**src/common/cache_macros.svh**
```systemverilog
// read cache sizes
// field widths of the byte address and the line geometry
`ifndef CACHE_MACROS_SVH
`define CACHE_MACROS_SVH

// front-end byte address
`define CACHE_ADDR_W 12

// front-end and back-end word
`define CACHE_DATA_W 32

`define CACHE_BYTE_OFF_W 2 // bytes in a word
`define CACHE_WORD_OFF_W 2 // four words per line
`define CACHE_INDEX_W 4    // sixteen lines

// tag takes whatever is left of the address
`define CACHE_TAG_W (`CACHE_ADDR_W - `CACHE_INDEX_W - `CACHE_WORD_OFF_W - `CACHE_BYTE_OFF_W)

`define CACHE_LINES 16

// words held in one line
`define CACHE_LINE_WORDS (1 << `CACHE_WORD_OFF_W)

`endif

```
**src/common/cache_addr_pkg.sv**
```systemverilog
// read cache address layout
// one byte address seen either as a raw word or as tag/index/offset fields
`default_nettype none

package cache_addr_pkg;

`include "cache_macros.svh"

   // msb first: tag, index, word in line, byte in word
   typedef struct packed {
      logic [`CACHE_TAG_W-1:0]      tag;
      logic [`CACHE_INDEX_W-1:0]    index;
      logic [`CACHE_WORD_OFF_W-1:0] word;
      logic [`CACHE_BYTE_OFF_W-1:0] byte_off;
   } cache_addr_fields_t;

   // both views cover the same 12 bits
   typedef union packed {
      logic [`CACHE_ADDR_W-1:0] raw;
      cache_addr_fields_t       f;
   } cache_addr_u;

endpackage

`default_nettype wire

```
**src/common/cache_ctrl_pkg.sv**
```systemverilog
// read cache state encodings
// controller and refill channel FSM states
`default_nettype none

package cache_ctrl_pkg;

   // front-end controller
   typedef enum logic [2:0] {
      IDLE      = 3'd0, // waiting for req
      LOOKUP    = 3'd1, // hit result available
      REFILL    = 3'd2, // line being fetched
      RESPOND   = 3'd3, // first cycle with ack high
      WAIT_DROP = 3'd4  // ack held until req falls
   } ctrl_state_e;

   // back-end refill channel
   typedef enum logic [1:0] {
      RF_IDLE  = 2'd0,
      RF_FETCH = 2'd1, // one word per ack
      RF_END   = 2'd2  // latency cycle after the last word
   } refill_state_e;

endpackage

`default_nettype wire

```
**src/cache/cache_ctrl.sv**
```systemverilog
// read cache controller
// four-phase front end, lookup sequencing, refill on miss and response
`timescale 1ns/1ps
`default_nettype none

`include "cache_macros.svh"

module cache_ctrl
   import cache_addr_pkg::*;
   import cache_ctrl_pkg::*;
(
   input  wire logic                         clk_i,
   input  wire logic                         reset_i,
   input  wire logic                         req_i,
   input  wire cache_addr_u                  addr_i,
   output logic                              ack_o,
   output logic [`CACHE_DATA_W-1:0]          rdata_o,
   output logic                              lookup_o,
   output cache_addr_u                       lookup_addr_o,
   input  wire logic                         hit_i,
   output logic                              refill_start_o,
   input  wire logic                         refill_done_i,
   output logic                              tag_wr_en_o,
   output logic [`CACHE_INDEX_W-1:0]         rd_index_o,
   output logic [`CACHE_WORD_OFF_W-1:0]      rd_word_o,
   input  wire logic [`CACHE_DATA_W-1:0]     rd_data_i
);

   ctrl_state_e state;
   cache_addr_u addr_q;
   logic        load_rdata;

   always_ff @(posedge clk_i or posedge reset_i) begin
      if (reset_i) begin
         state <= IDLE;
         ack_o <= 1'b0;
      end else begin
         case (state)
            IDLE: begin
               if (req_i) state <= LOOKUP; // ack is already low here
            end
            LOOKUP: begin
               if (hit_i) begin
                  state <= RESPOND;
                  ack_o <= 1'b1;
               end else begin
                  state <= REFILL;
               end
            end
            REFILL: begin
               // line is present once the channel is done
               if (refill_done_i) begin
                  state <= RESPOND;
                  ack_o <= 1'b1;
               end
            end
            RESPOND, WAIT_DROP: begin
               if (!req_i) begin
                  state <= IDLE;
                  ack_o <= 1'b0;
               end else begin
                  state <= WAIT_DROP;
               end
            end
            default: state <= IDLE;
         endcase
      end
   end

   assign load_rdata = (state == LOOKUP && hit_i) || (state == REFILL && refill_done_i);

   always_ff @(posedge clk_i) begin
      if (state == IDLE && req_i) addr_q <= addr_i;
      if (load_rdata) rdata_o <= rd_data_i;
   end

   // lookup runs in the accept cycle so hit is ready in LOOKUP
   assign lookup_o       = (state == IDLE) && req_i;
   assign lookup_addr_o  = (state == IDLE) ? addr_i : addr_q;
   assign refill_start_o = (state == LOOKUP) && !hit_i;
   assign tag_wr_en_o    = (state == REFILL) && refill_done_i;

   assign rd_index_o = addr_q.f.index;
   assign rd_word_o  = addr_q.f.word;

   // ack only answers a pending request
   a_ack_needs_req: assert property (
      @(posedge clk_i) disable iff (reset_i)
      $rose(ack_o) |-> $past(req_i)
   );

endmodule

`default_nettype wire

```
**src/cache/cache_data_store.sv**
```systemverilog
// read cache data store
// one word written per refill beat, combinational read by index and word
`timescale 1ns/1ps
`default_nettype none

`include "cache_macros.svh"

module cache_data_store (
   input  wire logic                         clk_i,
   input  wire logic                         wr_en_i,
   input  wire logic [`CACHE_INDEX_W-1:0]    wr_index_i,
   input  wire logic [`CACHE_WORD_OFF_W-1:0] wr_word_i,
   input  wire logic [`CACHE_DATA_W-1:0]     wr_data_i,
   input  wire logic [`CACHE_INDEX_W-1:0]    rd_index_i,
   input  wire logic [`CACHE_WORD_OFF_W-1:0] rd_word_i,
   output logic [`CACHE_DATA_W-1:0]          rd_data_o
);

   // lines x words
   logic [`CACHE_DATA_W-1:0] line_mem [`CACHE_LINES][`CACHE_LINE_WORDS];

   always_ff @(posedge clk_i) begin
      if (wr_en_i) begin
         line_mem[wr_index_i][wr_word_i] <= wr_data_i;
      end
   end

   // the controller registers this into its response
   assign rd_data_o = line_mem[rd_index_i][rd_word_i];

endmodule

`default_nettype wire

```
**src/cache/cache_refill_channel.sv**
```systemverilog
// read cache refill channel
// fetches all words of a line over the valid/ack back end, in word order
`timescale 1ns/1ps
`default_nettype none

`include "cache_macros.svh"

module cache_refill_channel
   import cache_addr_pkg::*;
   import cache_ctrl_pkg::*;
(
   input  wire logic                         clk_i,
   input  wire logic                         reset_i,
   input  wire logic                         refill_start_i,
   input  wire cache_addr_u                  line_addr_i,
   output logic                              busy_o,
   output logic                              done_o,
   output logic                              wr_en_o,
   output logic [`CACHE_INDEX_W-1:0]         wr_index_o,
   output logic [`CACHE_WORD_OFF_W-1:0]      wr_word_o,
   output logic [`CACHE_DATA_W-1:0]          wr_data_o,
   output logic [`CACHE_ADDR_W-1:0]          be_addr_o,
   output logic                              be_valid_o,
   input  wire logic                         be_ack_i,
   input  wire logic [`CACHE_DATA_W-1:0]     be_rdata_i
);

   refill_state_e                 state;
   logic [`CACHE_WORD_OFF_W-1:0]  word_cnt;
   cache_addr_u                   line_q;
   cache_addr_u                   be_addr_u;

   always_ff @(posedge clk_i or posedge reset_i) begin
      if (reset_i) begin
         state    <= RF_IDLE;
         word_cnt <= '0;
      end else begin
         case (state)
            RF_IDLE: begin
               if (refill_start_i) begin
                  state    <= RF_FETCH;
                  word_cnt <= '0;
               end
            end
            RF_FETCH: begin
               if (be_ack_i) begin
                  word_cnt <= word_cnt + 1'b1;
                  if (&word_cnt) state <= RF_END; // last word of the line
               end
            end
            RF_END:  state <= RF_IDLE; // latency cycle before done
            default: state <= RF_IDLE;
         endcase
      end
   end

   // tag and index of the line being fetched
   always_ff @(posedge clk_i) begin
      if (state == RF_IDLE && refill_start_i) line_q <= line_addr_i;
   end

   // word-aligned back-end address
   always_comb begin
      be_addr_u            = line_q;
      be_addr_u.f.word     = word_cnt;
      be_addr_u.f.byte_off = '0;
   end

   assign be_addr_o  = be_addr_u.raw;
   assign be_valid_o = (state == RF_FETCH); // stays up across words
   assign busy_o     = (state != RF_IDLE);
   assign done_o     = (state == RF_END);

   // each acked word goes straight into the data store
   assign wr_en_o    = (state == RF_FETCH) && be_ack_i;
   assign wr_index_o = line_q.f.index;
   assign wr_word_o  = word_cnt;
   assign wr_data_o  = be_rdata_i;

   // no back-end request unless a refill was started
   a_valid_only_after_start: assert property (
      @(posedge clk_i) disable iff (reset_i)
      (state == RF_IDLE && !refill_start_i) |=> !be_valid_o
   );

   a_no_start_while_busy: assert property (
      @(posedge clk_i) disable iff (reset_i)
      refill_start_i |-> !busy_o
   );

endmodule

`default_nettype wire

```
**src/cache/cache_tag_store.sv**
```systemverilog
// read cache tag store
// tag and valid bit per line, registered hit compare on lookup
`timescale 1ns/1ps
`default_nettype none

`include "cache_macros.svh"

module cache_tag_store
   import cache_addr_pkg::*;
(
   input  wire logic                      clk_i,
   input  wire logic                      reset_i,
   input  wire logic                      lookup_i,
   input  wire cache_addr_u               addr_i,
   input  wire logic                      wr_en_i,
   input  wire logic [`CACHE_INDEX_W-1:0] wr_index_i,
   input  wire logic [`CACHE_TAG_W-1:0]   wr_tag_i,
   output logic                           hit_o
);

   logic [`CACHE_TAG_W-1:0] tag_mem [`CACHE_LINES];
   logic [`CACHE_LINES-1:0] valid_q;

   // valid bits and the hit flag start cleared
   always_ff @(posedge clk_i or posedge reset_i) begin
      if (reset_i) begin
         valid_q <= '0;
         hit_o   <= 1'b0;
      end else begin
         if (wr_en_i) begin
            valid_q[wr_index_i] <= 1'b1;
         end
         if (lookup_i) begin
            hit_o <= valid_q[addr_i.f.index] && (tag_mem[addr_i.f.index] == addr_i.f.tag);
         end
      end
   end

   always_ff @(posedge clk_i) begin
      if (wr_en_i) begin
         tag_mem[wr_index_i] <= wr_tag_i; // line becomes resident
      end
   end

   // the controller only looks up in idle and only writes tags in refill
   a_no_lookup_during_write: assert property (
      @(posedge clk_i) disable iff (reset_i)
      !(lookup_i && wr_en_i)
   );

endmodule

`default_nettype wire

```
**src/logic/read_cache_top.sv**
```systemverilog
// read cache top
// controller, tag store, data store and refill channel wired together
`timescale 1ns/1ps
`default_nettype none

`include "cache_macros.svh"

module read_cache_top
   import cache_addr_pkg::*;
(
   input  wire logic                     clk_i,
   input  wire logic                     reset_i,
   // front end, four-phase
   input  wire logic                     req_i,
   input  wire logic [`CACHE_ADDR_W-1:0] addr_i,
   output logic                          ack_o,
   output logic [`CACHE_DATA_W-1:0]      rdata_o,
   // back end, valid/ack
   output logic [`CACHE_ADDR_W-1:0]      be_addr_o,
   output logic                          be_valid_o,
   input  wire logic                     be_ack_i,
   input  wire logic [`CACHE_DATA_W-1:0] be_rdata_i
);

   logic                          lookup;
   cache_addr_u                   lookup_addr;
   logic                          hit;
   logic                          refill_start;
   logic                          refill_done;
   logic                          tag_wr_en;
   logic [`CACHE_INDEX_W-1:0]     rd_index;
   logic [`CACHE_WORD_OFF_W-1:0]  rd_word;
   logic [`CACHE_DATA_W-1:0]      rd_data;
   logic                          wr_en;
   logic [`CACHE_INDEX_W-1:0]     wr_index;
   logic [`CACHE_WORD_OFF_W-1:0]  wr_word;
   logic [`CACHE_DATA_W-1:0]      wr_data;

   cache_ctrl u_cache_ctrl (
      .clk_i          (clk_i),
      .reset_i        (reset_i),
      .req_i          (req_i),
      .addr_i         (addr_i),
      .ack_o          (ack_o),
      .rdata_o        (rdata_o),
      .lookup_o       (lookup),
      .lookup_addr_o  (lookup_addr),
      .hit_i          (hit),
      .refill_start_o (refill_start),
      .refill_done_i  (refill_done),
      .tag_wr_en_o    (tag_wr_en),
      .rd_index_o     (rd_index),
      .rd_word_o      (rd_word),
      .rd_data_i      (rd_data)
   );

   // new tag comes from the latched request address
   cache_tag_store u_cache_tag_store (
      .clk_i      (clk_i),
      .reset_i    (reset_i),
      .lookup_i   (lookup),
      .addr_i     (lookup_addr),
      .wr_en_i    (tag_wr_en),
      .wr_index_i (lookup_addr.f.index),
      .wr_tag_i   (lookup_addr.f.tag),
      .hit_o      (hit)
   );

   cache_data_store u_cache_data_store (
      .clk_i      (clk_i),
      .wr_en_i    (wr_en),
      .wr_index_i (wr_index),
      .wr_word_i  (wr_word),
      .wr_data_i  (wr_data),
      .rd_index_i (rd_index),
      .rd_word_i  (rd_word),
      .rd_data_o  (rd_data)
   );

   cache_refill_channel u_cache_refill_channel (
      .clk_i          (clk_i),
      .reset_i        (reset_i),
      .refill_start_i (refill_start),
      .line_addr_i    (lookup_addr),
      .busy_o         (),            // only checked inside the channel
      .done_o         (refill_done),
      .wr_en_o        (wr_en),
      .wr_index_o     (wr_index),
      .wr_word_o      (wr_word),
      .wr_data_o      (wr_data),
      .be_addr_o      (be_addr_o),
      .be_valid_o     (be_valid_o),
      .be_ack_i       (be_ack_i),
      .be_rdata_i     (be_rdata_i)
   );

endmodule

`default_nettype wire

```
**config.mk**
```make
export PLATFORM = sky130hd
export DESIGN_NAME = read_cache_top
export DESIGN_NICKNAME = d
export VERILOG_FILES = /design/src/common/cache_addr_pkg.sv /design/src/common/cache_ctrl_pkg.sv /design/src/cache/cache_ctrl.sv /design/src/cache/cache_data_store.sv /design/src/cache/cache_refill_channel.sv /design/src/cache/cache_tag_store.sv /design/src/logic/read_cache_top.sv
export VERILOG_INCLUDE_DIRS = /design/src /design/src/common
export SDC_FILE = /design/constraint.sdc
export NUM_CORES = 2
export LEC_CHECK = 0
export ABC_AREA = 1
export ABC_CLOCK_PERIOD_IN_PS = 4270
export BUFFER_PORTS_ARGS = -buffer_cell sky130_fd_sc_hd__buf_4
export CORE_UTILIZATION = 55
export DETAILED_ROUTE_END_ITERATION = 8
export HOLD_SLACK_MARGIN = 0.1
export MAX_ROUTING_LAYER = met4
export PLACE_DENSITY = 0.71
export SLEW_MARGIN = 20
export SYNTH_ARGS = -nofsm -noshare
export SYNTH_HDL_FRONTEND = slang
export SYNTH_HIERARCHICAL = 1
export SYNTH_SLANG_ARGS = --single-unit
```
**constraint.sdc**
```tcl
create_clock -name clk_i -period 4.27 [get_ports clk_i]
set_input_delay 0.2135 -clock clk_i [delete_from_list [all_inputs] [get_ports clk_i]]
set_output_delay 0.2135 -clock clk_i [all_outputs]
set_load 0.01 [all_outputs]
```
## After elaboration in Yosys (flattened, before gate mapping)

Memory sizes are Yosys's and may differ from the RTL's. A register that Yosys moved wholly into a read port is not among the register bits.
Cells that the tools add are included.

| operators by class | value |
|---|---|
| $add $sub $neg | 1 |
| $mul | 0 |
| divide/modulo/power cells | 0 |
| $lt $le $gt $ge | 5 |
| eq/ne operators | 14 |
| shift-type cells | 0 |
| multiplexer cells | 31 |
| bitwise logic cells | 3 |
| reduce and logical (&&, ||, !) cells | 21 |

Operator list:

| operator | number |
|---|---|
| 128-bit 2-to-1 mux | 1 |
| 32-bit 2-to-1 mux | 3 |
| 32-bit binary-select mux with 2-bit select | 1 |
| 32-bit demux with 2-bit select | 1 |
| 16-bit OR | 1 |
| 12-bit 2-to-1 mux | 1 |
| 3-bit one-hot mux with 4 select lines | 1 |
| 2-bit 2-to-1 mux | 5 |
| 2-bit by 1-bit != test with 1-bit output, second input constant | 5 |
| 1-bit logical AND | 9 |
| 1-bit 2-to-1 mux | 9 |
| 3-bit 2-to-1 mux | 3 |
| 2-bit one-hot mux with 2 select lines | 2 |
| 3-bit by 2-bit == test with 1-bit output, second input constant | 2 |
| 3-bit >= comparator, second input constant | 2 |
| 2-bit inverter with 3-bit output | 2 |
| 3-bit AND reduction | 2 |
| 4-bit by 5-bit < comparator with 1-bit output, second input constant | 1 |
| 1-bit binary-select mux with 4-bit select | 1 |
| 1-bit demux with 4-bit select | 1 |
| 4-bit == test | 1 |
| 4-bit by 1-bit >= comparator with 1-bit output, second input constant | 1 |
| 4-bit 2-to-1 mux | 1 |
| 2-bit != test, second input constant | 2 |
| 16 further kinds | 17 |

| word-level totals | value |
|---|---|
| flip-flop bits (word level) | 81 |
| latch bits | 0 |
| memory bits (writable) | 2112 |
| memory bits (read-only) | 0 |
| input port bits | 48 |
| output and inout bits | 46 |
| logic and storage cells | 86 |
| memories kept | 2 |

Memories:

| memory | depth | width | read ports | clocked after memory_dff | wr ports | line | text |
|---|---|---|---|---|---|---|---|
| u_cache_data_store.line_mem | 16 | 128 | 1 | 1 | 1 | cache_data_store.sv:20 | `` logic [`CACHE_DATA_W-1:0] line_mem [`CACHE_LINES][`CACHE_LINE_WORDS]; `` |
| u_cache_tag_store.tag_mem | 16 | 4 | 1 | 0 | 1 | cache_tag_store.sv:21 | `` logic [`CACHE_TAG_W-1:0] tag_mem [`CACHE_LINES]; `` |

## Longest topological paths before layout

| depth | value |
|---|---|
| depth after elaboration | 7 |
| gate-level depth with buffers | 17 |
| mapped depth without buffers | 15 |

## By module

The synthesis kept the hierarchy.

By module, submodules not included:

| module | instances | cells an instance | area each (um2) | sequential area each (um2) |
|---|---|---|---|---|
| cache_data_store | 1 | 6756 | 82183.8 | 61499.0 |
| cache_tag_store | 1 | 360 | 3601.0 | 2347.3 |
| cache_ctrl | 1 | 99 | 1798.0 | 1421.4 |
| cache_refill_channel | 1 | 76 | 750.7 | 340.3 |

## Least setup slack after synthesis

No wires, ideal clock.

| timing | value |
|---|---|
| path type | register to register |
| start point | reg u_cache_ctrl.state[0] |
| end point | reg u_cache_ctrl.rdata_o[0], enable pin |
| library setup time | 468 ps |
| data arrival time | 2990 ps |
| data required time | 3802 ps |
| slack | 812 ps |
| stages on the path, launching flop included | 4 |
| buffers on the path | 0 |
| period minus slack after synthesis | 3458 ps |
| cells stage by stage | dfrtp_1 > nor2_1 > nand2_1 > o21ai_0 |

| between the ends | value |
|---|---|
| longest elaborated chain between the ends | 3 |
| elaborated cells on any way between the ends | 5 |

Ends and longest elaborated chain:

| what | line | text |
|---|---|---|
| from (decl) | cache_ctrl.sv:29 | `ctrl_state_e state;` |
| from (signal assigned) | cache_ctrl.sv:35 | `state <= IDLE;` |
| from (signal assigned) | cache_ctrl.sv:40 | `if (req_i) state <= LOOKUP;` |
| from (signal assigned) | cache_ctrl.sv:44 | `state <= RESPOND;` |
| 3-bit by 1-bit == test with 1-bit output / 3-bit by 2-bit == test with 1-bit output (equally long branches) | cache_ctrl.sv:70 | `assign load_rdata = (state == LOOKUP && hit_i) \|\| (state == REFILL && refill_done_i);` |
| 1-bit logical AND | cache_ctrl.sv:70 |  |
| 1-bit logical OR * | cache_ctrl.sv:70 |  |
| named net u_cache_ctrl.load_rdata | cache_ctrl.sv:31 | `logic load_rdata;` |
| to (signal assigned) | cache_ctrl.sv:74 | `if (load_rdata) rdata_o <= rd_data_i;` |
| to (decl) | cache_ctrl.sv:17 | `` output logic [`CACHE_DATA_W-1:0] rdata_o, `` |

The timed path passes the listed nets; every way through them passes the cells marked *.
A chain may end at the register's enable or synchronous reset.

## Final worst setup path

| timing | value |
|---|---|
| start point | reg u_cache_refill_channel.state[1] |
| end point | mem u_cache_data_store/line_mem[6][16] (netlist name), enable pin |

| between the ends | value |
|---|---|
| longest elaborated chain between the ends | 4 |

Ends and longest elaborated chain:

| what | line | text |
|---|---|---|
| from (decl) | cache_refill_channel.sv:28 | `refill_state_e state;` |
| from (signal assigned) | cache_refill_channel.sv:35 | `state <= RF_IDLE;` |
| from (signal assigned) | cache_refill_channel.sv:41 | `state <= RF_FETCH;` |
| from (signal assigned) | cache_refill_channel.sv:48 | `if (&word_cnt) state <= RF_END;` |
| 2-bit by 1-bit == test with 1-bit output | cache_refill_channel.sv:75 | `assign wr_en_o = (state == RF_FETCH) && be_ack_i;` |
| 1-bit logical AND | cache_refill_channel.sv:75 |  |
| named net wr_en | read_cache_top.sv:34 | `logic wr_en;` |
| 1-bit 2-to-1 mux | cache_data_store.sv:23 | `if (wr_en_i) begin` |
| 128-bit 2-to-1 mux (not written as such) | cache_data_store.sv:24 | `line_mem[wr_index_i][wr_word_i] <= wr_data_i;` |
| to (decl) | cache_data_store.sv:20 |  |

The timed path passes the listed nets, and every way through them passes these cells.

==> flow_summary.yaml <==
routing:
  first_iter_violations: 7656
  vias_per_cell: 6.148
  drtPass1Iterations: 8
  postRouteAntennaNets: 0
  routedWlPerCell_um: 25.04
  vias: 58760
  drc: 0
  wl_um: 239400
clock_tree:
  cts_tree: "done"
  h-tree-depth: 4
  cts_sinks: 2187
  clk_path_buf_depth: 3
  clk_pin_slew_ns: 0.06
  cts-root-buf: "clkbuf_16"
  cts_resized: 0
  cts_setup_buffers: 0
  clock_latency_ns: 0.84
  ctsHoldBuffers: 56
  numCtsBuffers: 211
pwr:
  power_density_nw_per_um2: 518.3
  switching_share: 0.2832
  p_int_mw: 36.58
  leakage_nw: 34.95
  power_frac_seq: 0.476
  p_comb_frac: 0.171
  p_switching_mw: 14.45
  vdd_drop_max_uv: 453.8
  clkPwrFrac: 0.353
die:
  die_h_um: 402.5
  initial_core_util: 0.5558
  dieWidth_um: 402.5
  core_area_um2: 158700
  fp.dieArea_um2: 162000
  rows: 146
  io_pins: 94
setup_path:
  crit_fanout: 15
  cp.required_ns: 4.79
  critPathKind: "reg -> reg"
  crit_arrival_ns: 4.16
  startpoint_type: "register"
  critPathCaptureType: "register"
synthesis:
  synth_warnings: 6
  synthCells: 7284
  syn_area_um2: 88220
  syn_avg_cell_area_um2: 12.11
grt:
  grt_pass1_wl_um: 352200
  grt_usage: 0.3025
  grt_max_degree: 196
  grt_pass1_vias: 55800
  grt_overflow: 0
  antenna_found_initial: 13
placement:
  place_area_um2: 91250
  gp_congestion: 0.8728
  post-dp-hpwl_um: 126900
  portBuffers: 89
sta:
  min_period_ns: 3.635
  rsz0062_at_grt: "no"
  worstMarginPinSlew_ns: 1.250
  slew_viol_final: 0
  max_slew_margin: 0.1656
  fin_skew_ns: 0.04378
  setup-tns-final_ns: 0
  period_share: 0.8513
  hold_viol: 0
  setup_viol: 0
  max_freq_mhz: 275.1
layout:
  final_util: 0.6202
  drive_gt1_frac: 0.08479
  area_growth_pct: 11.59
  fin_area_um2: 98450
  final_common_cell: "nand2_1"
  final_cell_mix: "nand2_1 (2379), edfxtp_1 (2162), nand3_1 (1955)"
  fin_nets: 7353
outcome:
  status: "finished, final reports clean"
min_path:
  min_path_type: "in -> reg"
job:
  maxCapViolations: 0
flip-flops by register name (all words and copies together), names as in the netlist:
| name | count |
|---|---|
| u_cache_ctrl/addr_q | 10 |
| u_cache_tag_store/hit_o | 1 |
| u_cache_ctrl/ack_o | 1 |
| u_cache_ctrl/state | 3 |
| u_cache_ctrl/rdata_o | 32 |
| u_cache_refill_channel/line_q | 8 |
| u_cache_tag_store/tag_mem | 64 |
| u_cache_refill_channel/state | 2 |
| u_cache_tag_store/valid_q | 16 |
| u_cache_data_store/line_mem | 2048 |
| u_cache_refill_channel/wr_word_o | 2 |
power by group through the flow:
stage	sequential [mW]	combinational [mW]	clock, mW
2_1_floorplan	24.6	5.68	0
3_3_place_gp	24.7	8.31	0
3_5_place_dp	24.7	8.47	0
4_1_cts	24.3	8.57	18.2
5_1_grt	24.3	9.37	19.0
6_report	24.3	8.73	18.0
final timing paths:
kind | cells after the start | slack, ns | from | endpoint
min in group asynchronous | 4 | 0.45 | reset_i | u_cache_ctrl/state[2]
max reg2reg | 6 | 0.63 | u_cache_refill_channel/state[1] | u_cache_data_store/line_mem[6][16]
min reg2reg | 2 | 0.46 | u_cache_tag_store/valid_q[12] | u_cache_tag_store/valid_q[12]
min | 4 | 0.21 | req_i | u_cache_ctrl/state[2]
max | 6 | 0.63 | u_cache_refill_channel/state[1] | u_cache_data_store/line_mem[6][16]
max in group asynchronous | 4 | 3.13 | reset_i | u_cache_tag_store/valid_q[11]
stage by stage:
| step | power, mW | setup WS, ns | std cells | hold WS (ns) |
|---|---|---|---|---|
| global placement | 33.03 | 0.9142 | 9107 | 0.1270 |
| floorplan | 30.32 | 0.8120 | 7285 | -0.02042 |
| finish | 51.03 | 0.6348 | 9558 | 0.2124 |
| CTS | 51.00 | 0.8419 | 9549 | 0.1549 |
| detailed placement | 33.20 | 0.8853 | 9107 | 0.1377 |
| global route | 52.64 | 0.6299 | 9556 | 0.2195 |
worst max-delay path, stage by stage (launching register included):
cell and delay (ns):
dfrtp_1 0.40, inv_1 0.14, nand3_1 0.43, inv_1 0.38, nand3_2 0.64, nor2_4 0.92
buf_4 0.38
area by class of cell:
class	count	area, um2
Multi-Input combinational cell	4502	20070
Tap cell	2072	2592
Antenna cell	9	22.52
Fill cell	11620	60290
Clock buffer	271	5588
Timing Repair Buffer	315	3231
Inverter	87	369.1
Clock inverter	115	1032
Sequential cell	2187	65550
layer usage:
layer  routed length, um  global-route usage
met5                   0                   -
met4                8041              0.1039
met2              112300              0.4637
met1               92160              0.4114
met3               26900             0.05436
(Power assumes the default switching activity.)
